`src/source/scope_pkg.sv`:
```
////////////////////////////////////////
// Scope channel package
// Sample and buffer widths, sample type,
// acquisition states and trigger sources
////////////////////////////////////////

package scope_pkg;

  ////////////////////////////////////////
  // Widths
  ////////////////////////////////////////

  // ADC sample width
  localparam int unsigned ADC_W = 16;

  // Capture buffer address width and depth
  localparam int unsigned BUF_AW    = 10;
  localparam int unsigned BUF_DEPTH = 2 ** BUF_AW;

  // Decimation field width
  localparam int unsigned DEC_W = 8;

  ////////////////////////////////////////
  // Types
  ////////////////////////////////////////

  // Two's complement sample
  typedef logic signed [ADC_W-1:0] sample_t;

  // Buffer address, also used for phase lengths
  typedef logic [BUF_AW-1:0] addr_t;

  // Acquisition phases
  typedef enum logic [2:0] {
    ACQ_IDLE  = 3'd0,
    ACQ_PRE   = 3'd1,
    ACQ_ARMED = 3'd2,
    ACQ_POST  = 3'd3,
    ACQ_DONE  = 3'd4
  } acq_state_t;

  // Trigger sources
  typedef enum logic [1:0] {
    TRG_SW  = 2'd0,
    TRG_EXT = 2'd1,
    TRG_POS = 2'd2,
    TRG_NEG = 2'd3
  } trg_src_t;

endpackage

```
`src/source/acq_counter.sv`:
```
////////////////////////////////////////
// Acquisition counter
// Decimation timer making the sample
// strobe, and phase sample counter
////////////////////////////////////////

`timescale 1ns/1ns

module acq_counter (
  input  logic                          adc_clk,
  input  logic                          top_rst,
  // Decimation, strobe every dec_i+1 cycles
  input  logic [scope_pkg::DEC_W-1:0]   dec_i,
  // Phase counter control from the FSM
  input  logic                          cnt_clr_i,
  input  logic                          cnt_en_i,
  input  scope_pkg::addr_t              cnt_len_i,
  output logic                          smp_stb_o,
  output logic                          cnt_done_o
);

  import scope_pkg::*;

  logic [DEC_W-1:0] dec_cnt;
  addr_t            cnt;
  addr_t            cnt_nxt;

  // Free running timer, wraps at dec_i
  always_ff @(posedge adc_clk or posedge top_rst) begin
    if (top_rst) begin
      dec_cnt <= '0;
    end else if (dec_cnt >= dec_i) begin
      dec_cnt <= '0;
    end else begin
      dec_cnt <= dec_cnt + 1'b1;
    end
  end

  // Strobe on the last timer cycle, always high for dec_i == 0
  assign smp_stb_o = (dec_cnt == dec_i);

  // Phase counter, clear wins over count
  assign cnt_nxt = cnt + 1'b1;

  always_ff @(posedge adc_clk or posedge top_rst) begin
    if (top_rst) begin
      cnt <= '0;
    end else if (cnt_clr_i) begin
      cnt <= '0;
    end else if (cnt_en_i && smp_stb_o) begin
      cnt <= cnt_nxt;
    end
  end

  // Done on the strobe that reaches the length
  // A zero length wraps and so spans the full buffer
  assign cnt_done_o = cnt_en_i && smp_stb_o && (cnt_nxt == cnt_len_i);

  ////////////////////////////////////////
  // Checks
  ////////////////////////////////////////

  // FSM must stop counting once the phase length is reached
  a_cnt_bound: assert property (
    @(posedge adc_clk) disable iff (top_rst)
    (cnt_en_i && (cnt_len_i != '0)) |-> (cnt <= cnt_len_i)
  ) else $error("acq_counter: count past phase length");

endmodule

```
`config.mk`:
```
export PLATFORM = sky130hd
export DESIGN_NAME = acq_counter
export DESIGN_NICKNAME = d
export VERILOG_FILES = /design/src/source/scope_pkg.sv /design/src/source/acq_counter.sv
export SDC_FILE = /design/constraint.sdc
export NUM_CORES = 1
export LEC_CHECK = 0
export BUFFER_PORTS_ARGS = -buffer_cell sky130_fd_sc_hd__buf_4
export CAP_MARGIN = 20
export CORE_MARGIN = 8
export CORE_UTILIZATION = 55
export DETAILED_ROUTE_END_ITERATION = 8
export HOLD_SLACK_MARGIN = 0.15
export PLACE_DENSITY = 0.8
export SYNTH_ARGS = -nofsm -noshare
export SYNTH_HDL_FRONTEND = slang
export SYNTH_SLANG_ARGS = --single-unit
```
`constraint.sdc`:
```
create_clock -name adc_clk -period 2.8 [get_ports adc_clk]
set_input_delay 0.7 -clock adc_clk [delete_from_list [all_inputs] [get_ports adc_clk]]
set_output_delay 0.7 -clock adc_clk [all_outputs]
set_load 0.02 [all_outputs]
```
After elaboration in Yosys (flattened, before gate mapping)
Index checks and enable logic that the tools add are counted.
- register bits after elaboration: 18
- logic and storage cells: 13
- mux-type cells: 3
- reductions and logical operators: 3
- order comparisons: 1
- equal/unequal tests: 2
- $add $sub $neg: 2
- operator list (kind ; count):
    10-bit two-way mux ; 2
    10-bit by 1-bit adder with 10-bit output, second input constant ; 1
    10-bit equality test ; 1
    8-bit by 1-bit adder with 8-bit output, second input constant ; 1
    8-bit equality test ; 1
    8-bit >= comparator ; 1
    8-bit two-way mux ; 1
    1-bit logical AND ; 2
    2-bit nonzero test ; 1

Logic depth before layout (Yosys ltp)
- word-level depth: 4
- gate-level depth with buffers: 8

Worst setup path after synthesis
Ideal clock, no wire load.
- path kind: input-to-output
- start: input dec_i[5] (netlist bit)
- end: output cnt_done_o
- data arrival time: 2.116 ns
- required time: 2.100 ns
- slack: -0.016 ns
- stages: 7
- path buffers: 1
- cell sequence: inv_1 -> ha_1 -> and4_1 -> and3_1 -> buf_4 -> o2111ai_1 -> a2111oi_2
- longest elaborated chain between the ends: 3
- RTL lines (what ; line ; source):
    from (decl) ; acq_counter.sv:13 ; input logic [scope_pkg::DEC_W-1:0] dec_i,
    8-bit equality test ; acq_counter.sv:40 ; assign smp_stb_o = (dec_cnt == dec_i);
    1-bit logical AND (2 in series) ; acq_counter.sv:57 ; assign cnt_done_o = cnt_en_i && smp_stb_o && (cnt_nxt == cnt_len_i);
    to (decl) ; acq_counter.sv:19 ; output logic cnt_done_o
No other way between the ends.

Final worst setup path
- start: register cnt[0]
- end: output cnt_done_o
- longest elaborated chain between the ends: 3
- RTL lines (what ; line ; source):
    from (decl) ; acq_counter.sv:25 ; addr_t cnt;
    from (signal assigned) ; acq_counter.sv:51 ; cnt <= cnt_nxt;
    10-bit by 1-bit adder with 10-bit output ; acq_counter.sv:43 ; assign cnt_nxt = cnt + 1'b1;
    10-bit equality test ; acq_counter.sv:57 ;
    1-bit logical AND ; acq_counter.sv:57 ;
No other way between the ends.

==> results.cfg <==
[outcome]
status = finished with violations
violations = setup timing

[global_routing]
grt_max_degree = 19
grtUsageTotal_pct = 17.4
antenna_found_initial = 0
grt_pass1_vias = 1307
grt-ovfl-total = 0
grt_pass1_wl_mm = 6.03

[timing]
clock_skew_ps = 4.26
timing.fmax_mhz = 351
tightest_slew_ps = 691
finalSetupTns_ps = -48.3
setup_ws_ps = -48.3
hold_ws_ps = 502
relSlewSlack_pct = 53.9
final_max_slew_viol_count = 0
fin_crit_ps = 2850
hold_viol = 0
period_share_pct = 102
setup_violations = 1
rsz0062_at_grt = yes

[synthesis]
ys_ff_latch = 18
yosysTopAreaCell = dfrtp_1
synth_nets = 186
synth-edff-count = 0
synth_cell_types = 33
ys_seq_area_share_pct = 32.8
synth_fa_ha_area_share_pct = 9.12
avgSynthCellArea_um2 = 8.90
syn_inst = 154
syn_area_um2 = 1370
yosys.area_share.xor_xnor_pct = 17.9
synth_top_family_by_area = simple AND/OR/NAND/NOR gates
post-synth-top-count-cell = nor2_1
synthArstFlopShare_pct = 100
muxShareOfSynthArea_pct = 0
synth-compound-area-share_pct = 10.5
ys.flop_type = dfrtp_1
synth-simple-area-share_pct = 22.8
synthTopCellsByArea = dfrtp_1, xnor2_1, ha_1
synth_warnings = 0
synthTopCellsByCount = nor2_1, dfrtp_1, xnor2_1, xor2_1
netlist.area_leader.share_pct = 32.8

[finish]
areaGrowthSynthToFinish_pct = 34.1
postLayoutCoreUtil_pct = 76.3
drive_gt1_share_pct = 36.6
nets = 219
antenna_cells = 0
finalNonFillerCells = 216

[clocking]
clk_path_buf_depth = 2
cts_tree = done
cts_sinks = 18
cts_made_buffers = 3
ctsHtreeMaxLevel = 1
clk_latency_ps = 290
clk_pin_slew_ps = 110
cts_root_buf = clkbuf_4

[route]
drt-initial-drc-count = 76
drt_pass1_iterations = 4
final_antenna_net_count = 0
viasPerCell = 5.80
num_vias = 1253
wire_per_inst_um = 16.9
wl_mm = 3.66
drc = 0

[placement]
portBuffers = 23
place.gp.congestion = 0.793
hpwlAfterDp_mm = 2.42
placed_cells = 206

[floorplan]
die_h_um = 65.9
row_count = 18
io_pins = 24
die-area_um2 = 4350
core_region_area_um2 = 2410
chipWidth_um = 65.9
start_util_pct = 56.9

[critical_path]
critPathKind = reg2out
cp_cell_sequence = buf_4 > and4_4 > xnor2_1 > or4_4 > a2111oi_4 > buf_4
cpPeakStageDelay_ps = 430
critPathMostFrequentCell = buf_4
endpoint_kind = output pin
arrival_ps = 2150
crit_fanout = 6
crit_slowest_cell = dfrtp_1
start_kind = flop
crit_family = simple AND/OR/NAND/NOR gates
crit_buf_inv = 2
cp.required_ps = 2100

[power]
p_int_mw = 0.578
p_sw_share_pct = 35.6
pwr-share-seq_pct = 42.1
leakagePower_nw = 0.803
power_frac_comb_pct = 39.6
power_density_nw_per_um2 = 488
peakVddDrop_mv = 0.424
p_switching_mw = 0.319
power_frac_clock_pct = 18.3

[job]
drv_cap = 0

[min_path]
hold_path_class = in2async
==> worst register-to-register path: stages, from the launching register on <==
cell,delay (ps)
dfrtp_1,460
ha_4,300
and4_1,230
buf_4,130
nand3_1,220
nor3_1,290
xnor2_1,150
nor2_1,60
==> path summary, 6_finish.rpt <==
check                                      from                  to  slack (ps)  cells past startpoint
max                          cnt[0]$_DFFE_PP0P_          cnt_done_o         -50                      6
min                                     top_rst  cnt[8]$_DFFE_PP0P_         500                      2
max reg2reg                dec_cnt[6]$_DFF_PP0_  cnt[6]$_DFFE_PP0P_         870                      7
min reg2reg                  cnt[9]$_DFFE_PP0P_  cnt[9]$_DFFE_PP0P_         580                      2
max in group asynchronous               top_rst  cnt[2]$_DFFE_PP0P_        1820                      2
min in group adc_clk         cnt[9]$_DFFE_PP0P_  cnt[9]$_DFFE_PP0P_         580                      2
==> per-layer routing <==
layer | track usage (%) | vias up | part of all wire [%]
met2 | 34.7 | 42 | 55
li1 | - | 588 | -
met5 | 0 | - | 0
met1 | 17.2 | 613 | 37
met4 | 7.20 | 0 | 3.1
met3 | 2.54 | 10 | 4.9
==> placed cells by master (no fill, tap or decap), types with 2 or more instances in the layout <==
cell type and n:
nor3_1 3, xor2_1 12, nand2_1 9, inv_1 3
clkbuf_4 3, nand3_1 9, nor2_1 21, a21oi_1 5
and2_1 2, xnor2_1 16, and4_4 2, dfrtp_1 15
and3_1 3, a21o_1 3, ha_4 9, buf_4 27
dfrtp_2 3, inv_2 6, nand2b_1 3, o21ai_1 3
buf_6 7, nand4_1 3, nor3_2 2
==> stage by stage <==
stage,power [mW],area [µm²],worst slack (ps)
global route,0.949,1840,-142
CTS,0.888,1810,-18.7
floorplan,0.535,1380,94.5
global placement,0.599,1580,4.23
detailed placement,0.627,1580,-52.8
finish,0.897,1840,-48.3
==> area by class of cell <==
| cell class | count | area [µm²] |
|---|---|---|
| multi-input cells | 120 | 990 |
| fillers | 160 | 571 |
| inverters | 10 | 40.0 |
| clock buffers | 4 | 36.3 |
| well taps | 30 | 37.5 |
| flip-flops and latches | 18 | 454 |
| repair buffers | 34 | 282 |
==> sequential cells by signal, indices dropped and copies added (netlist names) <==
register / cells
cnt: 10
dec_cnt: 8
==> power groups by stage <==
stage | clock network (mW) | logic [mW] | registers [mW]
finish | 0.164 | 0.355 | 0.377
global placement | 0 | 0.233 | 0.366
CTS | 0.165 | 0.346 | 0.377
detailed placement | 0 | 0.259 | 0.368
global route | 0.180 | 0.386 | 0.383
floorplan | 0 | 0.184 | 0.351
==> cells by family (layout without fill, tap and decap cells) <==
| kind of cell | after synthesis | after routing |
|---|---|---|
| fa+ha+maj | 10 | 10 |
| compound gates | 20 | 20 |
| xor+xnor | 28 | 28 |
| flops | 18 | 18 |
| simple gates | 62 | 62 |
| buf+inv | 16 | 48 |
==> repair_timing <==
item / CTS / global route
setup endpoints to repair: 1 / 1
pin swaps: 16 / 5
resized for setup: 33 / 2
setup buffers: 4 / 2
gates cloned: 0 / 0
hold buffers: 0 / 0
(Power assumes the default switching activity.)
