### src/source/scope_pkg.sv
////////////////////////////////////////
// Scope channel package
// Sample and buffer widths, sample type,
// acquisition states and trigger sources
////////////////////////////////////////

package scope_pkg;

  ////////////////////////////////////////
  // Widths
  ////////////////////////////////////////

  // ADC sample width
  localparam int unsigned ADC_W = 16;

  // Capture buffer address width and depth
  localparam int unsigned BUF_AW    = 10;
  localparam int unsigned BUF_DEPTH = 2 ** BUF_AW;

  // Decimation field width
  localparam int unsigned DEC_W = 8;

  ////////////////////////////////////////
  // Types
  ////////////////////////////////////////

  // Two's complement sample
  typedef logic signed [ADC_W-1:0] sample_t;

  // Buffer address, also used for phase lengths
  typedef logic [BUF_AW-1:0] addr_t;

  // Acquisition phases
  typedef enum logic [2:0] {
    ACQ_IDLE  = 3'd0,
    ACQ_PRE   = 3'd1,
    ACQ_ARMED = 3'd2,
    ACQ_POST  = 3'd3,
    ACQ_DONE  = 3'd4
  } acq_state_t;

  // Trigger sources
  typedef enum logic [1:0] {
    TRG_SW  = 2'd0,
    TRG_EXT = 2'd1,
    TRG_POS = 2'd2,
    TRG_NEG = 2'd3
  } trg_src_t;

endpackage

### src/source/acq_fsm.sv
////////////////////////////////////////
// Acquisition FSM
// Sequences pre-trigger, armed,
// post-trigger and done phases
////////////////////////////////////////

`timescale 1ns/1ns

module acq_fsm (
  input  logic                 adc_clk,
  input  logic                 top_rst,
  // Control
  input  logic                 start_i,
  input  scope_pkg::addr_t     pre_len_i,
  input  scope_pkg::addr_t     post_len_i,
  // From counter and trigger
  input  logic                 cnt_done_i,
  input  logic                 trg_i,
  // To counter
  output logic                 cnt_clr_o,
  output logic                 cnt_en_o,
  output scope_pkg::addr_t     cnt_len_o,
  // To trigger and buffer
  output logic                 arm_o,
  output logic                 wr_en_o,
  output logic                 trg_lat_o,
  // Status
  output logic                 busy_o,
  output logic                 triggered_o,
  output logic                 done_o
);

  import scope_pkg::*;

  acq_state_t state;
  acq_state_t state_nxt;

  ////////////////////////////////////////
  // State register
  ////////////////////////////////////////

  always_ff @(posedge adc_clk or posedge top_rst) begin
    if (top_rst) begin
      state <= ACQ_IDLE;
    end else begin
      state <= state_nxt;
    end
  end

  // Start restarts from any state
  always_comb begin
    state_nxt = state;
    if (start_i) begin
      state_nxt = ACQ_PRE;
    end else begin
      case (state)
        ACQ_PRE:   if (cnt_done_i) state_nxt = ACQ_ARMED;
        ACQ_ARMED: if (trg_i)      state_nxt = ACQ_POST;
        ACQ_POST:  if (cnt_done_i) state_nxt = ACQ_DONE;
        default:   state_nxt = state;
      endcase
    end
  end

  ////////////////////////////////////////
  // Outputs
  ////////////////////////////////////////

  // Counter cleared on start and at the end of pre-trigger
  assign cnt_clr_o = start_i || ((state == ACQ_PRE) && cnt_done_i);
  assign cnt_en_o  = (state == ACQ_PRE) || (state == ACQ_POST);
  assign cnt_len_o = (state == ACQ_POST) ? post_len_i : pre_len_i;

  assign arm_o     = (state == ACQ_ARMED);
  assign trg_lat_o = (state == ACQ_ARMED) && trg_i && !start_i;

  // Buffer keeps writing until post-trigger is full
  assign wr_en_o     = (state == ACQ_PRE) || (state == ACQ_ARMED) || (state == ACQ_POST);
  assign busy_o      = wr_en_o;
  assign triggered_o = (state == ACQ_POST) || (state == ACQ_DONE);
  assign done_o      = (state == ACQ_DONE);

  ////////////////////////////////////////
  // Checks
  ////////////////////////////////////////

  // Counter only reports done in a counting phase
  a_cnt_done_en: assert property (
    @(posedge adc_clk) disable iff (top_rst)
    cnt_done_i |-> cnt_en_o
  ) else $error("acq_fsm: counter done outside a counting phase");

endmodule

### config.mk
export PLATFORM = sky130hd
export DESIGN_NAME = acq_fsm
export DESIGN_NICKNAME = d
export VERILOG_FILES = /design/src/source/scope_pkg.sv /design/src/source/acq_fsm.sv
export SDC_FILE = /design/constraint.sdc
export NUM_CORES = 1
export LEC_CHECK = 0
export ABC_CLOCK_PERIOD_IN_PS = 1220
export BUFFER_PORTS_ARGS = -buffer_cell sky130_fd_sc_hd__buf_2
export CAP_MARGIN = 5
export CORE_AREA = 8 8 45 47
export CTS_BUF_LIST = sky130_fd_sc_hd__clkbuf_4
export CTS_CLUSTER_SIZE = 20
export DETAILED_ROUTE_END_ITERATION = 16
export DIE_AREA = 0 0 53 55
export GPL_TIMING_DRIVEN = 1
export PLACE_DENSITY = 0.8
export SLEW_MARGIN = 0
export SYNTH_ARGS = -nofsm -noshare
export SYNTH_HDL_FRONTEND = slang
export SYNTH_SLANG_ARGS = --single-unit
### constraint.sdc
create_clock -name adc_clk -period 1.22 [get_ports adc_clk]
set_input_delay 0.244 -clock adc_clk [delete_from_list [all_inputs] [get_ports adc_clk]]
set_output_delay 0.244 -clock adc_clk [all_outputs]
set_load 0.02 [all_outputs]
; Word level (Yosys, flattened, before mapping)
; Index checks and enable logic that the tools add are counted.
[word_totals]
register_bits = 3
latch_bits = 0
ram_bits = 0
rom_bits = 0
input_bits = 25
n_memories = 0
[op_classes]
n_addsub = 0
mul = 0
div = 0
n_lt_le_gt_ge = 0
eq_ne = 7
shift = 0
mux = 6
bitwise_logic = 0
n_reduce_logical = 11
[ops]
columns = cell, count
row1 = 3-bit 2-to-1 mux, 4
row2 = 10-bit 2-to-1 mux, 1
row3 = 3-bit != test (second input constant), 3
row4 = 3-bit case mux with 3 select lines, 1
row5 = 3-bit by 2-bit equality test with 1-bit output (second input constant), 2
row6 = 1-bit logical OR, 5
row7 = 4-bit AND reduction, 1
row8 = 4-bit nonzero test, 1
row9 = 3-bit by 1-bit equality test with 1-bit output (second input constant), 1
row10 = 3-bit equality test (second input constant), 1
row11 = 1-bit logical AND, 3
row12 = 1-bit logical NOT, 1

; Depth between registers and ports, before layout
[depth]
word_depth = 3
mapped_depth = 4

; Least setup slack after synthesis
; Ideal clock, no wire load.
[synth_timing]
kind = flip-flop to output port
startpoint = register state[0]
endpoint = output trg_lat_o
arrival_ns = 1.427
required_time_ns = 0.976
slack_ns = -0.451
stages_incl_launch_ff = 4
n_path_buf = 1
path_cell_list = dfrtp_1 -> buf_4 -> nor3b_1 -> and3b_1
[synth_between]
elab_chain_cells = 3
[synth_lines]
columns = item, line
row1 = from (decl), acq_fsm.sv:35  ; acq_state_t state;
row2 = from (signal assigned), acq_fsm.sv:46  ; state <= state_nxt;
row3 = 3-bit by 2-bit equality test with 1-bit output, n/a
row4 = via arm_o, acq_fsm.sv:24  ; output logic arm_o,
row5 = 1-bit logical AND (2 in series), acq_fsm.sv:75  ; assign trg_lat_o = (state == ACQ_ARMED) && trg_i && !start_i;
row6 = to (decl), acq_fsm.sv:26  ; output logic trg_lat_o,
; The timed path passes the listed nets, and every way through them passes these cells.

; Final worst setup path
[layout_timing]
startpoint = register state[0]
endpoint = output trg_lat_o
[layout_between]
elab_chain_cells = 3
[layout_lines]
columns = item, line
row1 = 3-bit by 2-bit equality test with 1-bit output, acq_fsm.sv:75
row2 = 1-bit logical AND (2 in series), acq_fsm.sv:75
; No other way between the ends.

==> impl_results.md <==
- Result of the run: complete, but fails checks
- Failing checks: negative setup slack
- Number of DRC markers in iteration 0: 2
- Ant diodes: 0
- HPWL reported at the end of detailed placement: 1.10 mm
- Yosys Warn Count: 0
- Largest fanout of any net on the critical path: 4
- Combinational family with the most area after synthesis: multiplexers
- Worst Path Required: 980 ps
- Area of all placed cells without fillers: 838 sq um
- CTS HTree Levels: 1
- Die width: 53 um
- Max-slew violation count: 0
- Clock transition time at the flip-flop clock pins of the worst setup and hold paths: 40 ps
- Final setup violation count: 19
- Number of search-and-repair iterations in the first detailed-routing pass: 3
- Clock Path Buffers: 2
- Share of the synthesized netlist area taken by xor and xnor gates: 0%
- Post-synthesis cell count: 37
- Crit path setup slack, layout: -361 ps
- Slew @ Worst Pin: 171 ps
- Highest clock rate: 632 MHz
- Area of the core: 0.00138 sq mm
- Via density: 4.54
- Die outline area: 0.00292 sq mm
- Pin count of the biggest net entering global routing: 10
- Share of cell area taken by muxes after synthesis: 39.0%
- Share of the clock period used by the worst path after layout: 130%
- Combined area of all synthesized cells: 414 sq um
- Type of the setup path with the least slack: flop to primary output
- Number of port buffers: 42
- Cell chosen for the clock root: clkbuf_4
- Number of buffers added by the clock tree synthesis step: 3
- Std-Cell Rows: 14
- Fraction of post-synthesis cell area in the top cell type by area: 36.3%
- Top cells by area, synth: mux2_4 36%, dfrtp_1 18%, buf_4 5.4%
- Placer Congestion: 0.793
- Clock latency on the worst-skew pair: 230 ps
- Setup skew after layout: 5.78 ps
- Placement Setup Slack: -190 ps
- Number of hold-slack violations in the final timing report: 0
- Area share of and/or/nand/nor cells after synthesis: 25.4%
- DRC violations left: 0
- CTS Sinks: 3
- Post-Place Cell Area: 664 sq um
- Worst min path class: input port to flop
- Number of distinct library cells after synthesis: 18
- Final critical path time including I/O delays and setup: 1580 ps
- Proportion of synthesized chip area in sequential cells: 18.1%
- Remaining Overflow, GRT: 0
- Pwr Density: 1060 mW/mm^2
- Vias after detailed routing: 468
- Cell type with the highest aggregate area in the netlist: mux2_4
- Regs by FF count: state x3
- Global-route wire length before repair: 2.08 mm
- Number of maximum-capacitance constraint violations: 0
- Post-layout net count: 113
- Post-Synthesis Mean Instance Area: 11.2 sq um
- Routed wire length: 1.44 mm
- Fill cells: 108
- Power Total: 889 uW
- Startpoint class of the critical path: flop
- CTS tree: built
- Number of flip-flops under the largest register name: 3
- Total Routing Usage GR: 9.62%
- Setup repair after global routing missed its margin: true
- Proportion of layout cells with a drive suffix above 1: 83.9%
- Leakage: 0.000464 uW
- Register with the most flip-flops: state
- Worst slew margin relative to its limit: 88.6%
- Maximum vdd drop: 585 uV
- Initial antenna violation count: 0
- Count of boundary I/O pins: 43
- Via count of the first global-routing pass: 468
- Number of antenna-violating nets in the routed design: 0
- Most frequent cells in the layout: 26 x buf_2, 17 x buf_6, 10 x mux2_4, 5 x nor2_1, 5 x buf_4
- Net count of the mapped netlist: 62
- #FFs+latches synth: 3
- Critical path capture point type: primary output
- Commonest non-fill, non-tap cell in the layout: buf_2
- Synthesized-area fraction occupied by ao, oa, aoi and oai cells: 6.34%
- CP Data Arrival Time: 1340 ps
- Routed wire per std cell: 14.0 um
- Vertical extent of the die: 55 um
- Post-synthesis adder-cell area fraction: 0%
- Initial standard-cell utilization of the core: 29.9%
- Area added between synthesis and finish: 102%
kinds of logic after synthesis:
family | Yosys count
AND/OR/NAND/NOR | 14
buffers and inverters | 5
AO/OA/AOI/OAI | 4
flip-flops | 3
multiplexers | 11
path summary, 6_finish.rpt:
path                                      startpoint                   end  slack, ps  cells after the start
worst max register to register  state[0]$_DFFE_PP0P_  state[1]$_DFFE_PP0P_        -30                      4
max in group asynchronous                    top_rst  state[1]$_DFFE_PP0P_        660                      3
worst min-delay path                         start_i  state[2]$_DFFE_PP0P_        240                      2
min in group asynchronous                    top_rst  state[2]$_DFFE_PP0P_        410                      3
worst min register to register  state[2]$_DFFE_PP0P_  state[2]$_DFFE_PP0P_        680                      3
worst max-delay path            state[0]$_DFFE_PP0P_             trg_lat_o       -360                      4
synth_stat cells, drive strengths merged:
cell,number
a21o,1
a21oi,1
a31oi,1
and2b,1
and3b,1
and4bb,1
buf,4
dfrtp,3
inv,1
mux2,11
nand3b,3
nor2,5
nor2b,1
nor3b,2
o21bai,1
worst max-delay path, stage by stage (launching register included):
cell and delay [ps]:
dfrtp_2 460, buf_6 150, nor3b_4 170, and3b_2 210, buf_6 110
layout make-up:
type	instances	area, sq um	share of cell area, %
Clock buffer	4	30.0	3.58
Inverter	1	3.75	0.448
Tap cell	16	20.0	2.39
Multi-Input combinational cell	30	337	40.1
Timing Repair Buffer	49	369	44.0
Sequential cell	3	78.8	9.40
layer usage:
metal  wire length [um]  part of all wire [%]  GRT usage (%)  vias up
met1                560                    39           9.73      198
met5                  0                     0              0        -
met4                  0                     0           3.88        0
met3                338                    23           6.68        0
met2                546                    38           15.2       38
li1                   -                     -              -      232
what timing repair did:
item | in CTS | in global routing
cloned | 1 | 0
hold buffers | 1 | 0
buffers inserted | 1 | 0
gates resized for setup | 34 | 2
setup endpoints to repair | 19 | 19
pin swaps | 2 | 1
hold endpoints to repair | 3 | 0
metrics by stage:
step                      TNS [ps]  util [%]  cells  hold WS [ps]
after floorplan              -1260         -     37         -2.42
after CTS                    -5610      60.1    103           236
after global placement       -1820      48.0     96           115
after detailed placement     -2130      48.0     96           117
final                        -5450      60.6    103           240
after global routing         -6480      60.6    103           255
where the power goes:
group / total [uW] / switching, uW / internal [uW] / leakage [uW]
clock: 196 / 51.6 / 145 / 0.0000184
combinational: 551 / 243 / 309 / 0.000412
sequential: 141 / 26.2 / 115 / 0.0000335
total: 889 / 321 / 568 / 0.000464
Power figures use the tool's default switching activity.
