$ cat config.mk
export PLATFORM = sky130hd
export DESIGN_NAME = scope_trigger
export DESIGN_NICKNAME = d
export VERILOG_FILES = /design/src/source/scope_pkg.sv /design/src/source/scope_trigger.sv
export SDC_FILE = /design/constraint.sdc
export NUM_CORES = 1
export LEC_CHECK = 0
export ABC_AREA = 1
export ABC_CLOCK_PERIOD_IN_PS = 4200
export BUFFER_PORTS_ARGS = -buffer_cell sky130_fd_sc_hd__buf_4
export CAP_MARGIN = 20
export CORE_MARGIN = 3
export CORE_UTILIZATION = 46
export DETAILED_ROUTE_END_ITERATION = 8
export PLACE_DENSITY = 0.73
export SLEW_MARGIN = 30
export SYNTH_ARGS = -nofsm -noshare
export SYNTH_HDL_FRONTEND = slang
export SYNTH_SLANG_ARGS = --single-unit
$ cat constraint.sdc
create_clock -name adc_clk -period 4.2 [get_ports adc_clk]
set_clock_uncertainty 0.2 [all_clocks]
set_input_delay 0.84 -clock adc_clk [delete_from_list [all_inputs] [get_ports adc_clk]]
set_output_delay 0.84 -clock adc_clk [all_outputs]
set_load 0.01 [all_outputs]
$ cat src/source/scope_pkg.sv
////////////////////////////////////////
// Scope channel package
// Sample and buffer widths, sample type,
// acquisition states and trigger sources
////////////////////////////////////////

package scope_pkg;

  ////////////////////////////////////////
  // Widths
  ////////////////////////////////////////

  // ADC sample width
  localparam int unsigned ADC_W = 16;

  // Capture buffer address width and depth
  localparam int unsigned BUF_AW    = 10;
  localparam int unsigned BUF_DEPTH = 2 ** BUF_AW;

  // Decimation field width
  localparam int unsigned DEC_W = 8;

  ////////////////////////////////////////
  // Types
  ////////////////////////////////////////

  // Two's complement sample
  typedef logic signed [ADC_W-1:0] sample_t;

  // Buffer address, also used for phase lengths
  typedef logic [BUF_AW-1:0] addr_t;

  // Acquisition phases
  typedef enum logic [2:0] {
    ACQ_IDLE  = 3'd0,
    ACQ_PRE   = 3'd1,
    ACQ_ARMED = 3'd2,
    ACQ_POST  = 3'd3,
    ACQ_DONE  = 3'd4
  } acq_state_t;

  // Trigger sources
  typedef enum logic [1:0] {
    TRG_SW  = 2'd0,
    TRG_EXT = 2'd1,
    TRG_POS = 2'd2,
    TRG_NEG = 2'd3
  } trg_src_t;

endpackage

$ cat src/source/scope_trigger.sv
////////////////////////////////////////
// Scope trigger
// Selects software, external or level
// crossing trigger on decimated samples
////////////////////////////////////////

`timescale 1ns/1ns

module scope_trigger (
  input  logic                 adc_clk,
  input  logic                 top_rst,
  // Decimated sample stream
  input  scope_pkg::sample_t   smp_i,
  input  logic                 smp_stb_i,
  // Control
  input  logic                 arm_i,
  input  scope_pkg::trg_src_t  trg_src_i,
  input  scope_pkg::sample_t   trg_level_i,
  input  logic                 sw_trg_i,
  input  logic                 ext_trg_i,
  // Trigger pulse
  output logic                 trg_o
);

  import scope_pkg::*;

  sample_t smp_prev;
  logic    edge_pos;
  logic    edge_neg;
  logic    trg_hit;

  // Previous decimated sample, updated on every strobe
  // so the first armed strobe already has a valid history
  always_ff @(posedge adc_clk or posedge top_rst) begin
    if (top_rst) begin
      smp_prev <= '0;
    end else if (smp_stb_i) begin
      smp_prev <= smp_i;
    end
  end

  // Level crossings, signed compare
  assign edge_pos = (smp_prev <  trg_level_i) && (smp_i >= trg_level_i);
  assign edge_neg = (smp_prev >= trg_level_i) && (smp_i <  trg_level_i);

  // Source select
  always_comb begin
    case (trg_src_i)
      TRG_SW:  trg_hit = sw_trg_i;
      TRG_EXT: trg_hit = smp_stb_i && ext_trg_i;
      TRG_POS: trg_hit = smp_stb_i && edge_pos;
      TRG_NEG: trg_hit = smp_stb_i && edge_neg;
      default: trg_hit = 1'b0;
    endcase
  end

  // Registered pulse
  // Held back for a cycle after firing so a held source gives one pulse
  always_ff @(posedge adc_clk or posedge top_rst) begin
    if (top_rst) begin
      trg_o <= 1'b0;
    end else begin
      trg_o <= arm_i && trg_hit && !trg_o;
    end
  end

  ////////////////////////////////////////
  // Checks
  ////////////////////////////////////////

  // A trigger only comes out of an armed cycle
  a_trg_armed: assert property (
    @(posedge adc_clk) disable iff (top_rst)
    $rose(trg_o) |-> $past(arm_i)
  ) else $error("scope_trigger: trigger while not armed");

endmodule

Word-level counts from Yosys, hierarchy flattened
Index checks and enable logic that the tools add are counted.
{"block": "classes", "n_mux": 1, "n_bitwise": 0, "n_eq_ne": 3, "div": 0, "n_reduce_logical": 9, "n_shift": 0, "multipliers": 0, "add_sub_neg": 0, "n_lt_le_gt_ge": 4}
{"cell": "$ge A16 B16 Y1", "n": 2}
{"cell": "$lt A16 B16 Y1", "n": 2}
{"cell": "$logic_and A1 B1 Y1", "n": 7}
{"cell": "$eq A2 B2 Y1 const B", "n": 2}
{"cell": "$pmux W1 S4", "n": 1}
{"cell": "$eq A2 B1 Y1 const B", "n": 1}
{"cell": "$logic_not A2 Y1", "n": 1}
{"cell": "$logic_not A1 Y1", "n": 1}
{"block": "totals", "latchBits": 0, "wordCells": 19, "in_bits": 40, "regBits": 17, "output_inout_bits": 1, "memories": 0, "ram_bits": 0, "mem_bits_ro": 0}

Logic depth before layout (Yosys ltp)
{"block": "depth", "word_depth": 6, "depth_mapped": 18, "mapped_depth_nobuf": 18}

Worst setup path after synthesis
OpenSTA, ideal clock, no wires.
{"block": "synth_path", "path_type": "input port to flip-flop", "from": "input trg_level_i[15]", "to": "register trg_o", "path_stages": 13, "required_ps": 3927, "setup_ps": 73, "path_buffers": 0, "t_arrival_ps": 2064, "path_slack_ps": 1863, "cell_sequence": "inv_1 ha_1 a21oi_1 o21ai_1 a21oi_1 nand2_1 nand2_1 nand2_1 nor2_1 nand2_1 nand3_1 nand2_1 a21oi_2"}
{"block": "synth_between", "elab_chain_len": 6, "elab_cells_between_ends": 11, "cone_classes": "order compare (4); mux (1); reduce/logical (6)"}
{"item": "from (decl)", "line_no": "scope_trigger.sv:18", "source": "input scope_pkg::sample_t trg_level_i,"}
{"item": "$ge A16 B16 Y1, or another cell as far along", "line_no": "scope_trigger.sv:44", "source": "assign edge_neg = (smp_prev >= trg_level_i) && (smp_i < trg_level_i);"}
{"item": "$logic_and A1 B1 Y1 (on tied branches)", "line_no": "scope_trigger.sv:44, scope_trigger.sv:43"}
{"item": "$logic_and A1 B1 Y1 (on tied branches)", "line_no": "scope_trigger.sv:52, scope_trigger.sv:51"}
{"item": "$pmux W1 S4 (*)", "line_no": "scope_trigger.sv:48", "source": "case (trg_src_i)"}
{"item": "$logic_and A1 B1 Y1 (*) (2 in series)", "line_no": "scope_trigger.sv:63", "source": "trg_o <= arm_i && trg_hit && !trg_o;"}
{"item": "to (signal assigned)", "line_no": "scope_trigger.sv:63"}
{"item": "to (decl)", "line_no": "scope_trigger.sv:22", "source": "output logic trg_o"}
Every way passes the cells marked *; elsewhere a longest branch is shown, timed or not.
A chain may end at the register's enable or synchronous reset.

Worst setup path in the final report
{"block": "layout_path", "from": "input smp_i[15]", "to": "register trg_o"}
{"block": "layout_between", "elab_chain_len": 6, "elab_cells_between_ends": 9, "cone_classes": "order compare (2); mux (1); reduce/logical (6)"}
{"item": "from (decl)", "line_no": "scope_trigger.sv:13", "source": "input scope_pkg::sample_t smp_i,"}
{"item": "$lt A16 B16 Y1 / $ge A16 B16 Y1 (equally long branches)", "line_no": "scope_trigger.sv:44, scope_trigger.sv:43"}
{"item": "$logic_and A1 B1 Y1 (on tied branches)", "line_no": "scope_trigger.sv:44, scope_trigger.sv:43"}
{"item": "$logic_and A1 B1 Y1 (on tied branches)", "line_no": "scope_trigger.sv:52, scope_trigger.sv:51"}
{"item": "$pmux W1 S4 (*)", "line_no": "scope_trigger.sv:48"}
{"item": "$logic_and A1 B1 Y1 (*) (2 in series)", "line_no": "scope_trigger.sv:63"}
Marked as above.

==> results.rst <==
.. list-table::
   :header-rows: 1

   * - Metric
     - Value
   * - Number of max-capacitance violations reported
     - 0
   * - Number of global-route vias before repair
     - between 1,000 and 1,500
   * - Die span in x
     - 63.5 um
   * - Top-level I/O count
     - 41
   * - Maximum clock frequency
     - 442 MHz
   * - Area taken by multi-input logic gates
     - around 970 um^2
   * - Iteration count of the initial detailed-routing pass
     - 4
   * - Clock input transition at the sequential cells of the worst setup and hold paths
     - 0.12 ns
   * - Via density
     - between 4 and 5
   * - Yosys cell types
     - 22
   * - Class of the tightest hold or removal check
     - flip-flop to flip-flop
   * - Number of clock buffers inserted by TritonCTS
     - 3
   * - Non-filler instance count after layout
     - 300
   * - Cells taking the most area after synthesis
     - sky130_fd_sc_hd__dfrtp_1 (28%), sky130_fd_sc_hd__ha_1 (26%), sky130_fd_sc_hd__nand2_1 (21%)
   * - Detailed Route Iter0 Violations
     - 51
   * - Post-cts gate resize count
     - 0
   * - Most prevalent standard cell on the critical path
     - sky130_fd_sc_hd__nand2_1
   * - Fraction of final layout cells with drive strength greater than 1
     - 0.191
   * - GRT Util Overall
     - 0.181
   * - Sink Count
     - 17
   * - Area share of the largest cell type after synthesis
     - 0.280
   * - Root Buffer
     - sky130_fd_sc_hd__clkbuf_4
   * - Sum of negative setup slack
     - 0 ns
   * - Cell area after synthesis
     - ~0.0015 mm^2
   * - Static power due to leakage
     - roughly 1.1 nW
   * - Sort of element at the end of the critical path
     - flip-flop
   * - Critical path fanouts, max
     - 4
   * - Total number of nets in the final design
     - ~330
   * - Number of placed instances with taps included
     - between 200 and 300
   * - Power density of the placed cells
     - between 200 and 250 mW/mm^2
   * - Overflow after GRT
     - 0
   * - H-tree depth
     - 1
   * - Number of inserted filler cells in the final layout
     - approximately 330
   * - Top cell type by total area after synthesis
     - sky130_fd_sc_hd__dfrtp_1
   * - Maximum clock path buffer count
     - 2
   * - Register cell area after layout
     - 425 um^2
   * - Total via count in the routed design
     - between 1,000 and 1,500
   * - Count of input and output buffers
     - 40
   * - Part of the Yosys area used for sequential elements
     - 0.280
   * - Final Hold Violating Endpoints
     - 0
   * - Post-detail-place hpwl
     - 2620 um
   * - Arrival time of data at the critical path endpoint
     - about 2.3 ns
   * - Post-synthesis cell count
     - between 200 and 250
   * - Final Worst Setup Slack
     - approximately 1.9 ns
   * - Final count of negative-setup-slack endpoints
     - 0
   * - Number of post-CTS setup repair buffers
     - 0
   * - Effective utilization at floorplan
     - 0.490
   * - Critical Path, Cell by Cell
     - buf_4 -> ha_1 -> a21oi_1 -> o21ai_1 -> a21oi_1 -> nand2_1 -> nand2_1 -> nand2_1 -> nor2_1 -> nand2_1 -> nand3_1 -> nand2_1 -> a21oi_2
   * - Post-route minimum period
     - 2.26 ns
   * - CP max-delay cell
     - sky130_fd_sc_hd__ha_1
   * - Ys Warns
     - 0
   * - Total wirelength of the detailed-routed design
     - 3230 um
   * - Worst-case headroom to the max-slew limit
     - 0.533
   * - Core Footprint
     - roughly 0.0031 mm^2
   * - Final cycle utilization of the critical path
     - 0.538
   * - Worst ir drop on vdd
     - 0.117 mV
   * - Antenna Diode Count
     - 0
   * - Routed length per placed instance
     - 10.8 um
   * - Number of rows created at floorplan
     - 20
   * - Pin count of the biggest net entering global routing
     - 20
   * - Remaining antenna violation count
     - 0
   * - RSZ-0062 raised after global routing
     - no
   * - Critical setup path kind
     - input pin to flip-flop
   * - Die height
     - roughly 64 um
   * - Worst setup timing slack at the placement stage
     - 1.61 ns
   * - Crit path largest cell delay
     - ~0.34 ns
   * - Die area
     - ~0.0040 mm^2
   * - Antenna violations before repair
     - 0
   * - Routability Congestion
     - approximately 0.8
   * - Required @ worst endpoint
     - roughly 4.3 ns
   * - CTS tree
     - built
   * - Final routed DRC violation total
     - 0
   * - Hold buffer count at CTS
     - 0
   * - Worst-Margin Slew
     - ~0.70 ns
   * - First-pass GRT wire length
     - roughly 6000 um
   * - Outcome
     - complete, no violations
   * - FF+latch count, synth
     - 17
   * - Launching element type of the critical path
     - input pin
   * - Number of nets produced by synthesis
     - approximately 290
   * - Clk_lat worst skew
     - approximately 0.31 ns
   * - Syn avg cell area
     - around 7.1 um^2
   * - Layout Area Growth over Synthesis
     - 24.6%
   * - Slew Limit Fails
     - 0
## flip-flops by register name, indices dropped and copies added (netlist names)
name	cells
smp_prev	16
trg_o	1
## critical path: cells and delay by family
kind                       cells  cell delay [ns]
AOI/OAI and AO/OA              4             0.53
adders and majority gates      1             0.34
buffers and inverters          1             0.11
and+or+nand+nor                7             0.47
## cells in the final DEF (no fill, tap or decap), types with 3 or more instances in the layout
master and n:
sky130_fd_sc_hd__ha_1 32, sky130_fd_sc_hd__inv_1 30, sky130_fd_sc_hd__clkbuf_4 3, sky130_fd_sc_hd__dfrtp_1 17, sky130_fd_sc_hd__a21oi_1 14, sky130_fd_sc_hd__nor2_1 10, sky130_fd_sc_hd__buf_4 40, sky130_fd_sc_hd__nand3_1 5
sky130_fd_sc_hd__nand2_1 86, sky130_fd_sc_hd__nand4_1 3, sky130_fd_sc_hd__o21ai_0 4
## routing by layer
metal  vias to the layer above  GRT usage  wire [um]
li1                        763          -          -
met1                       604      0.242       1600
met2                        31      0.287       1450
met3                         4     0.0303        135
met4                         0     0.0728         40
met5                         -          0          0
## final timing paths
path	from	end	slack, ns	cells after the start
min in group asynchronous	top_rst	smp_prev[5]$_DFFE_PP0P_	0.42	2
worst max register to register	smp_prev[11]$_DFFE_PP0P_	trg_o$_DFF_PP0_	2.23	12
worst min register to register	smp_prev[12]$_DFFE_PP0P_	smp_prev[12]$_DFFE_PP0P_	0.29	2
max in group asynchronous	top_rst	smp_prev[13]$_DFFE_PP0P_	2.93	2
worst max-delay path	smp_i[15]	trg_o$_DFF_PP0_	1.94	13
worst min-delay path	smp_prev[12]$_DFFE_PP0P_	smp_prev[12]$_DFFE_PP0P_	0.29	2
## stage by stage
step	hold WS [ns]	power (mW)	util	cell area, um^2
2_1_floorplan	0.246	0.287	-	1520
3_3_place_gp	0.262	0.339	0.601	1870
3_5_place_dp	0.267	0.342	0.601	1870
4_1_cts	0.290	0.441	0.611	1900
5_1_grt	0.309	0.478	0.611	1900
6_report	0.289	0.439	0.611	1900
## cell type report
cell class | instances | share of cell area
Tap cell | 44 | 0.0290
Multi-Input combinational cell | 164 | 0.511
Clock buffer | 3 | 0.0119
Sequential cell | 17 | 0.224
Clock inverter | 1 | 0.00396
Inverter | 31 | 0.0614
Timing Repair Buffer | 40 | 0.158
## logic make-up after synthesis
kind of cell	count (synthesis)	share of synthesized area
simple gates	110	0.295
buf+inv	34	0.0839
fa+ha+maj	32	0.263
compound gates	22	0.0781
flops	17	0.280
## synth_stat cells
cell type / count
sky130_fd_sc_hd__nor2_1: 10
sky130_fd_sc_hd__nand3_2: 1
sky130_fd_sc_hd__dfrtp_1: 17
sky130_fd_sc_hd__inv_1: 30
sky130_fd_sc_hd__ha_1: 32
sky130_fd_sc_hd__clkinv_1: 1
sky130_fd_sc_hd__o21ai_1: 1
sky130_fd_sc_hd__a21o_1: 1
sky130_fd_sc_hd__nor2_2: 1
sky130_fd_sc_hd__nor3_2: 1
sky130_fd_sc_hd__nor3_1: 1
sky130_fd_sc_hd__a21oi_1: 14
sky130_fd_sc_hd__o21ai_0: 4
sky130_fd_sc_hd__a21oi_2: 1
sky130_fd_sc_hd__buf_1: 1
sky130_fd_sc_hd__nand4_1: 3
sky130_fd_sc_hd__nand2_1: 86
sky130_fd_sc_hd__nand2_2: 1
sky130_fd_sc_hd__o21a_1: 1
sky130_fd_sc_hd__nand3_1: 5
sky130_fd_sc_hd__nand3b_1: 1
sky130_fd_sc_hd__clkbuf_1: 2
## power breakdown
part,switching (mW),internal (mW)
logic,0.0811,0.0717
clock network,0.0637,0.0364
registers,0.00812,0.178
No activity file was read; power rests on OpenSTA's default activity.
