[src/source/scope_pkg.sv]
////////////////////////////////////////
// Scope channel package
// Sample and buffer widths, sample type,
// acquisition states and trigger sources
////////////////////////////////////////

package scope_pkg;

  ////////////////////////////////////////
  // Widths
  ////////////////////////////////////////

  // ADC sample width
  localparam int unsigned ADC_W = 16;

  // Capture buffer address width and depth
  localparam int unsigned BUF_AW    = 10;
  localparam int unsigned BUF_DEPTH = 2 ** BUF_AW;

  // Decimation field width
  localparam int unsigned DEC_W = 8;

  ////////////////////////////////////////
  // Types
  ////////////////////////////////////////

  // Two's complement sample
  typedef logic signed [ADC_W-1:0] sample_t;

  // Buffer address, also used for phase lengths
  typedef logic [BUF_AW-1:0] addr_t;

  // Acquisition phases
  typedef enum logic [2:0] {
    ACQ_IDLE  = 3'd0,
    ACQ_PRE   = 3'd1,
    ACQ_ARMED = 3'd2,
    ACQ_POST  = 3'd3,
    ACQ_DONE  = 3'd4
  } acq_state_t;

  // Trigger sources
  typedef enum logic [1:0] {
    TRG_SW  = 2'd0,
    TRG_EXT = 2'd1,
    TRG_POS = 2'd2,
    TRG_NEG = 2'd3
  } trg_src_t;

endpackage

[src/source/adc_input_fmt.sv]
////////////////////////////////////////
// ADC input format
// IO register for raw ADC data with
// offset binary to two's complement
// conversion, negative slope
////////////////////////////////////////

`timescale 1ns/1ns

module adc_input_fmt (
  input  logic                          adc_clk,
  input  logic                          top_rst,
  // Raw ADC bus
  input  logic [scope_pkg::ADC_W-1:0]   adc_dat_i,
  // Converted sample
  output scope_pkg::sample_t            smp_o
);

  import scope_pkg::*;

  // Raw data register, stands in for the IO block register
  logic [ADC_W-1:0] adc_raw;

  always_ff @(posedge adc_clk or posedge top_rst) begin
    if (top_rst) begin
      adc_raw <= '0;
    end else begin
      adc_raw <= adc_dat_i;
    end
  end

  // Keep the raw MSB, invert the rest
  // Offset binary becomes two's complement with the input slope reversed
  assign smp_o = {adc_raw[ADC_W-1], ~adc_raw[ADC_W-2:0]};

  ////////////////////////////////////////
  // Checks
  ////////////////////////////////////////

  // No unknown sample leaves the input stage once out of reset
  a_smp_known: assert property (
    @(posedge adc_clk) disable iff (top_rst)
    !$isunknown(smp_o)
  ) else $error("adc_input_fmt: unknown sample");

endmodule

[config.mk]
export PLATFORM = sky130hd
export DESIGN_NAME = adc_input_fmt
export DESIGN_NICKNAME = d
export VERILOG_FILES = /design/src/source/scope_pkg.sv /design/src/source/adc_input_fmt.sv
export SDC_FILE = /design/constraint.sdc
export NUM_CORES = 1
export LEC_CHECK = 0
export ABC_AREA = 1
export BUFFER_PORTS_ARGS = -buffer_cell sky130_fd_sc_hd__buf_2
export CORE_AREA = 5 5 42 44
export DETAILED_ROUTE_END_ITERATION = 16
export DIE_AREA = 0 0 47 49
export HOLD_SLACK_MARGIN = 0.15
export PLACE_DENSITY = 0.71
export SYNTH_ARGS = -nofsm -noshare
export SYNTH_HDL_FRONTEND = slang
export SYNTH_SLANG_ARGS = --single-unit
[constraint.sdc]
create_clock -name adc_clk -period 1.2 [get_ports adc_clk]
set_input_delay 0.12 -clock adc_clk [delete_from_list [all_inputs] [get_ports adc_clk]]
set_output_delay 0.12 -clock adc_clk [all_outputs]
set_load 0.005 [all_outputs]
# After elaboration in Yosys (flattened, before gate mapping)

Cells that the tools add are included.

Output and inout bits: 16
Register bits after elaboration: 16

Bitwise logic cells: 1

Operator list:

| kind        | count |
|---|---|
| $not 15->15 | 1 |

# Logic depth before layout (Yosys ltp)

Gate-level depths: netlist of the first run.

Word-level depth: 1
Gate-level depth with buffers: 1
Gate-level depth less buffers: 1

# Worst setup path before layout of the first run

Ideal clock, no wire load.

Path kind: register to output
From: register adc_raw[15]
To: output port smp_o[15]
Data arrival time: 0.458 ns
Path slack: 0.622 ns
Stages on the path, launching flop included: 2
Buffers on the path: 1
Cell sequence: dfrtp_1 buf_4

RTL lines:

| item                   | RTL line            | RTL |
|---|---|---|
| from (decl)            | adc_input_fmt.sv:22 | `logic [ADC_W-1:0] adc_raw;` |
| from (signal assigned) | adc_input_fmt.sv:28 | `adc_raw <= adc_dat_i;` |
| to (decl)              | adc_input_fmt.sv:16 | `output scope_pkg::sample_t smp_o` |

No word-level cell between the ends.

# Final worst setup path of the first run

From: register adc_raw[0]
To: output port smp_o[0]

Word-level cells in the longest chain between the ends: 1

Ends and longest elaborated chain:

| item        | RTL line            | RTL |
|---|---|---|
| $not 15->15 | adc_input_fmt.sv:34 | `assign smp_o = {adc_raw[ADC_W-1], ~adc_raw[ADC_W-2:0]};` |

Every way passes these cells.

==> impl.org, run 1 <==
** Run status
- Result of the run :: complete, no violations

** Critical path
- Type of origin of the critical path :: flop
- Critical path class :: reg2out
- STA puts the critical path data required time at 1.08 ns.
- At the worst endpoint, the arrival time is 0.80 ns.
- Critical-path maximum fanout :: 1
- STA classifies the critical path endpoint as an output pin.

** STA
- Of the available clock period, the critical path in the final layout requires 76.8%.
- Worst-Margin Slew :: 0.557 ns
- Measured against its own limit, the worst slew margin works out to 62.8%.
- Max Freq :: 1090 MHz
- The max-slew violation total from the final report was 0.
- Setup violations remaining at the end of the flow were counted as 0.
- Setup total negative slack on the finished layout was measured at 0 ns.
- The worst path meets setup with 0.279 ns of slack.
- Setup repair after global routing missed its margin :: false
- Worst hold slack after final layout :: 0.435 ns
- Minimum clock period :: 0.921 ns
- The number of failing hold endpoints at the final stage came to 0.

** Power
- Largest vdd supply drop :: 0.708 mV
- Power per standard cell area :: 1220 nW/um^2
- Leakage :: 0.493 nW

** Global route
- The via count of the first global-routing pass was 400.
- Number of antenna violations at the first check in global routing :: 0
- Entering global routing, the biggest net connects 17 pins.
- The first global-routing pass estimated 1690 um of wire.
- Global routing consumed, over all layers together, 10.4% of the routing resources.
- Total overflow reported by the global router :: 0

** Placed design
- The HPWL after detailed placement is 619 um.
- Once placement completed, the tool counted placed cells totaling 81.
- The congestion estimate from routability-driven global placement came to 0.609.
- At the placement stage, the worst setup path has a slack of 0.592 ns.
- In this run the cell area measured after placement is 646 um^2.
- During placement, the flow inserted port buffers numbering 33.

** CTS
- Clock Pin Slew Worst Setup and Hold Paths :: 0.09 ns
- Clock tree from TritonCTS :: yes
- Post-CTS setup-driven buffer insertion count :: 0
- Clock tree buffer depth :: 2
- Clock Tree Root :: sky130_fd_sc_hd__clkbuf_4
- Sinks on the clock net :: 16
- Count of cells resized by post-cts repair :: 0
- CTS built an H-tree with a depth of 1.
- Number of buffers created by CTS :: 3

** Logic synthesis
- In the synthesized netlist, the number of instances is 33.
- The average instance in the mapped netlist occupies 14.2 um^2.
- Total number of yosys warnings :: 0
- By area the synthesized netlist is led by sky130_fd_sc_hd__dfrtp_1 86%, sky130_fd_sc_hd__inv_1 13%, sky130_fd_sc_hd__buf_4 1.6%.
- Fraction of the yosys area taken by sequential cells :: 85.6%
- In this run, distinct cell masters in the synthesized netlist total 3.
- Counting every net in the synthesized netlist gives 51.
- Top-area cell type share of the netlist area :: 85.6%
- Count of state elements after synthesis :: 16
- Summing every instance area after synthesis gives 468 um^2.
- Of all cell types, the one taking the most synthesized area is sky130_fd_sc_hd__dfrtp_1.

** Cells and area
- Number of standard cells in the layout, taps in and fillers out :: 102
- The library cell used most frequently in the layout, excluding fill and tap cells, is sky130_fd_sc_hd__buf_2.
- Biggest regs :: adc_raw (16)
- Net count reported at finish :: 105
- Register ranked first by flip-flop count :: adc_raw
- The repair_antennas step left the layout with diodes totalling 0.
- In the layout the commonest cells are 33 x sky130_fd_sc_hd__buf_2, 17 x sky130_fd_sc_hd__dlygate4sd3_1, 16 x sky130_fd_sc_hd__inv_1, 16 x sky130_fd_sc_hd__dfrtp_1, 3 x sky130_fd_sc_hd__clkbuf_4.
- Number of flip-flops under the largest register name :: 16
- Non-Filler Cell Area, Final :: 852 um^2
- The number of multi-input combinational cells in the layout is 0.
- Combined area of the multi-input logic cells :: 0 um^2
- Syn-to-layout area delta :: 82.1%
- Ratio of cells with drive above 1 in the final layout :: 43.0%

** Route
- Detailed-route via count :: 375
- Via density :: 3.68
- Routed wire per std cell :: 9.67 um
- Antenna-violating nets left :: 0
- Number of detailed-routing iterations run before antenna repair :: 2
- After the first detailed-routing iteration, the DRC count stood at 4.
- Remaining DRCs :: 0
- After detailed routing, the total wire length is 986 um.

** Floorplan
- The floorplan step defined a die boundary enclosing 2300 um^2.
- Once the floorplan was initialized, standard cells occupied 33.4% of the core.
- Measured along the x axis, the die boundary spans 47 um.
- Number of I/O pins :: 34
- From bottom edge to top edge, the die measures 49 um.
- After floorplanning, the core was divided into 14 placement rows.
- After floorplanning, the core was sized to cover 1400 um^2.

** Min path
- Type of the worst min-delay path :: in2async

** Flow run
- Max-cap violations in this run came to 0.
## through the flow
stage               power (mW)  util (%)
floorplan                0.606         -
global placement         0.658      46.1
detailed placement       0.660      46.1
CTS                       1.05      60.8
global route              1.09      60.8
finish                    1.04      60.8
## worst max path at each step
stage / start / end / slack [ns] / cells after the start
2_1_floorplan: adc_raw[15] / smp_o[15] / 0.62 / 1
3_3_place_gp: adc_raw[7] / smp_o[7] / 0.60 / 2
3_5_place_dp: adc_raw[12] / smp_o[12] / 0.59 / 2
4_1_cts: adc_raw[12] / smp_o[12] / 0.27 / 2
5_1_grt: adc_raw[11] / smp_o[11] / 0.23 / 2
6_report: adc_raw[0] / smp_o[0] / 0.28 / 2
## final cells by class
type | instances | area (um^2)
clock buffer | 4 | 36.3
inverter | 16 | 60.1
sequential | 16 | 400
tap | 16 | 20.0
timing repair buffer | 50 | 335
fill | 123 | 549
## cells in the mapped netlist
master,instances
sky130_fd_sc_hd__dfrtp_1,16
sky130_fd_sc_hd__buf_4,1
sky130_fd_sc_hd__inv_1,16
## worst max-delay path, cell delays in order (launching register included)
cell and delay (ns):
sky130_fd_sc_hd__dfrtp_1 0.38, sky130_fd_sc_hd__inv_1 0.05, sky130_fd_sc_hd__buf_2 0.10
## cell families (layout without fill, tap and decap cells)
| kind of cell | after synthesis | in the layout | share of synthesized area [%] |
|---|---|---|---|
| DFF | 16 | 16 | 85.6 |
| buffers and inverters | 17 | 70 | 14.4 |
## power breakdown
| group | switching, mW | leakage, nW | internal [mW] | total, mW |
|---|---|---|---|---|
| Combinational | 0.0415 | 0.286 | 0.0765 | 0.118 |
| Clock | 0.161 | 0.0210 | 0.184 | 0.345 |
| Sequential | 0.00657 | 0.186 | 0.566 | 0.572 |
## what timing repair did
action	in CTS	in global routing
hold endpoints to repair	32	0
hold buffers	17	0
setup endpoints to repair	0	0
## layer usage
metal	up-vias	wire length (um)	GRT usage (%)	part of all wire, %
li1	188	-	-	-
met1	163	332	11.0	34
met2	22	511	17.9	52
met3	2	137	2.58	14
met4	0	4	5.53	0.41
met5	-	0	0	0
Note: power is estimated with default switching activity, not from simulation.
==> run 2, diff against run 1 <==
--- a/config.mk
+++ b/config.mk
@@ -7,11 +7,11 @@
 export LEC_CHECK = 0
 export ABC_AREA = 1
 export BUFFER_PORTS_ARGS = -buffer_cell sky130_fd_sc_hd__buf_2
-export CORE_AREA = 5 5 42 44
+export CORE_MARGIN = 5
+export CORE_UTILIZATION = 36
 export DETAILED_ROUTE_END_ITERATION = 16
-export DIE_AREA = 0 0 47 49
 export HOLD_SLACK_MARGIN = 0.15
-export PLACE_DENSITY = 0.71
+export PLACE_DENSITY = 0.72
 export SYNTH_ARGS = -nofsm -noshare
 export SYNTH_HDL_FRONTEND = slang
 export SYNTH_SLANG_ARGS = --single-unit
==> constraint.sdc (replaced) <==
create_clock -name adc_clk -period 0.85 [get_ports adc_clk]
set_input_delay 0.085 -clock adc_clk [delete_from_list [all_inputs] [get_ports adc_clk]]
set_output_delay 0.085 -clock adc_clk [all_outputs]
set_load 0.005 [all_outputs]
==> run 2 against run 1 <==
The flow now finishes with violations (setup timing). Via count is 1.1% higher. Worst hold slack got worse by 0.16 ns. Setup slack lost 0.33 ns. Core utilization rose by 7.8 points. Clock-buffer cell count did not move. Highest routed layer is now met3. Largest power group unchanged. Final cell count is the same. Clock power increased by 37%. First-iteration DRC count decreased by 25%. Routed wire length up 12%. Critical path type unchanged. Critical endpoint is now smp_o[3].
==> impl.org, run 2 (same netlist as run 1, synthesis figures left out) <==
** Power
- The net switching fraction of the power was 19.6% (-0.55 points).
- The part of the power in the clock network was 32.4% (-0.9 points).
- Sequential share of power :: 55.3% (about the same)
- Largest vdd supply drop :: 1.13 mV (+60%)
- Total net switching power :: 287 uW (+37%)
- Cell internal power dissipation :: 1.18 mW (+42%)
- Leakage :: 0.503 nW (+1.9%)
- The share of total power in combinational logic was 12.3% (+0.9 points).
- Power per standard cell area :: 1680 nW/um^2 (+38%)

** Placed design
- The count of buffers inserted at the top-level ports is 33 (unchanged).
- The pre-CTS worst setup slack came to 0.265 ns (-0.327 ns).
- The final weighted congestion of routability-driven global placement was 0.651 (+6.8%).
- Post-detailed-placement half-perimeter wirelength :: 738 um (+19%)
- The post-detailed-placement cell area is 664 um^2 (+2.9%).

** Route
- The mean routed wirelength per cell came to 10.8 um (+12%).
- The total detailed-routing wirelength is 1100 um (+12%).
- The number of vias per cell after detailed routing is 3.72 (+1.1%).
- Detailed-route via count :: 379 (+1.1%)
- The number of remaining DRC errors was 0 (unchanged).
- Number of detailed-routing iterations run before antenna repair :: 4 (+2)
- Drt first-iter violations :: 3 (-1)
- The number of nets with antenna violations after detailed routing is 0 (unchanged).

** STA
- Minimum clock period :: 0.901 ns
- Setup repair after global routing could not meet its margin everywhere.
- Final Hold Violating Endpoints :: 0 (unchanged)
- Final max-slew violation count :: 0 (unchanged)
- Timing would allow up to 1110 MHz.
- Worst-Margin Slew :: 0.201 ns (-0.356 ns)
- The final critical path takes up 106% of the cycle.
- Remaining max-slew budget at the tightest pin :: 86.6% (+24 points)
- The final-report setup violation count was 15 (+15).
- Setup slack of the critical path after layout :: -0.0510 ns (-0.330 ns)

** Critical path
- STA classifies the critical path startpoint as a flop.
- The highest net fanout along the worst path came to 1 (unchanged).
- Signal arrival time at the worst endpoint :: 0.82 ns (+0.02 ns)
- Category of the worst setup path capture point :: output pin
- Required time reported for the critical path endpoint :: 0.76 ns (-0.32 ns)
- The critical path is of the reg2out type.

** Flow run
- The number of maximum-capacitance violations is 0 (unchanged).

** Cells and area
- The largest registers in the layout are adc_raw (16).
- Non-Filler Cell Area, Final :: 871 um^2 (+2.2%)
- The multi-input gate area in the final layout was 0 um^2 (unchanged).
- Register ranked first by flip-flop count :: adc_raw
- Net count reported at finish :: 106 (+0.95%)
- The count of fill cells added during filler insertion is 100 (-19%).
- The number of antenna diodes is 0 (unchanged).
- Most common cell after layout, fill and taps aside :: sky130_fd_sc_hd__buf_2
- Syn-to-layout area delta :: 86.1%
- Leading cell types in the layout, fill and taps excluded :: 33 x sky130_fd_sc_hd__buf_2, 17 x sky130_fd_sc_hd__dlygate4sd3_1, 16 x sky130_fd_sc_hd__inv_1, 16 x sky130_fd_sc_hd__dfrtp_1, 3 x sky130_fd_sc_hd__clkbuf_4
- Ratio of cells with drive above 1 in the final layout :: 43.7% (+0.65 points)
- The flip-flop count of the largest register after layout came to 16 (unchanged).
- Multi-input combinational gate total :: 0 (unchanged)

** Global route
- Number of antenna violations at the first check in global routing :: 0 (unchanged)
- The total overflow reported by the global router was 0 (unchanged).
- The via count of the first global-routing pass was 377 (-5.8%).
- GRT Total Usage :: 12.7% (+2.3 points)
- The pin count of the biggest net entering global routing was 14 (-3).
- The wire length of the first global-routing pass came to 1670 um (-1.2%).

** Floorplan
- Number of I/O pins :: 34 (unchanged)
- Width of the die :: 46.1 um (-2.0%)
- The total number of placement rows is 13 (-1).
- Vert. Die Dim :: 46.1 um (-6.0%)
- Placeable Area :: 1270 um^2 (-9.5%)
- Starting density of the core :: 36.9% (+3.5 points)
- The area enclosed by the die boundary came to 2120 um^2 (-7.9%).

** CTS
- The number of H-tree levels came to 1 (unchanged).
- The total number of clock tree sinks is 16 (unchanged).
- The maximum buffer depth of the clock tree was 2 (unchanged).
- TritonCTS built the clock tree.
- Clock Pin Slew Worst Setup and Hold Paths :: 0.08 ns (about the same)
- Number of buffers created by CTS :: 3 (unchanged)
- The cell sitting at the root of the clock tree is a sky130_fd_sc_hd__clkbuf_4.

** Min path
- Type of the worst min-delay path :: in2async

** Run status
- Result of the run :: finished, violations left
- Violations in the final reports :: setup timing
-- run 2: changes by cell type in the layout (fill, tap and decap cells not counted), sizes merged --
cell	before	now
buf	33	34
-- run 2: how the worst max path moves through the flow --
stage | startpoint | to | cells after the start | slack, ns
final | adc_raw[3] | smp_o[3] | 2 | -0.05
after detailed placement | adc_raw[13] | smp_o[13] | 2 | 0.27
after global placement | adc_raw[14] | smp_o[14] | 2 | 0.28
after floorplan | adc_raw[15] | smp_o[15] | 1 | 0.31
after global routing | adc_raw[3] | smp_o[3] | 2 | -0.13
after CTS | adc_raw[13] | smp_o[13] | 2 | -0.05
-- run 2: critical path, stage by stage (launching register included) --
cell and delay (ns):
sky130_fd_sc_hd__dfrtp_1 0.37, sky130_fd_sc_hd__inv_1 0.06, sky130_fd_sc_hd__buf_2 0.11
-- run 2: layout make-up --
cell class	count	area, um^2	share of cell area (%)
inverters	16	60.1	6.90
well taps	15	18.8	2.16
flip-flops and latches	16	400	46.0
clock buffers	4	36.3	4.17
repair buffers	51	355	40.8
-- run 2: routing by layer --
metal	track usage [%]	vias up	share of wire (%)	wire length [um]
met2	20.9	21	53	584
met1	12.3	167	38	417
met4	11.9	0	0	0
met5	0	-	0	0
li1	-	191	-	-
met3	3.91	0	9.1	101
-- run 2: metrics by stage --
stage	hold WS, ns	utilization, %	power (mW)	instances	setup TNS (ns)
floorplan	-0.00126	-	0.856	33	0
global placement	-0.0172	52.4	0.938	81	0
detailed placement	-0.00616	52.4	0.946	81	0
CTS	0.251	68.6	1.49	102	-0.532
global route	0.275	68.6	1.56	102	-1.36
finish	0.272	68.6	1.46	102	-0.335
-- run 2: repair_timing --
action | CTS | global route
setup endpoints to repair | 16 | 16
setup buffers | 0 | 0
hold buffers | 17 | 0
hold endpoints to repair | 32 | 0
gates resized for setup | 0 | 0
-- run 2: power by group through the flow --
stage | sequential [mW] | clock [mW] | combinational (mW)
2_1_floorplan | 0.821 | 0 | 0.0346
3_3_place_gp | 0.822 | 0 | 0.116
3_5_place_dp | 0.824 | 0 | 0.122
4_1_cts | 0.809 | 0.496 | 0.182
5_1_grt | 0.814 | 0.549 | 0.200
6_report | 0.809 | 0.474 | 0.180
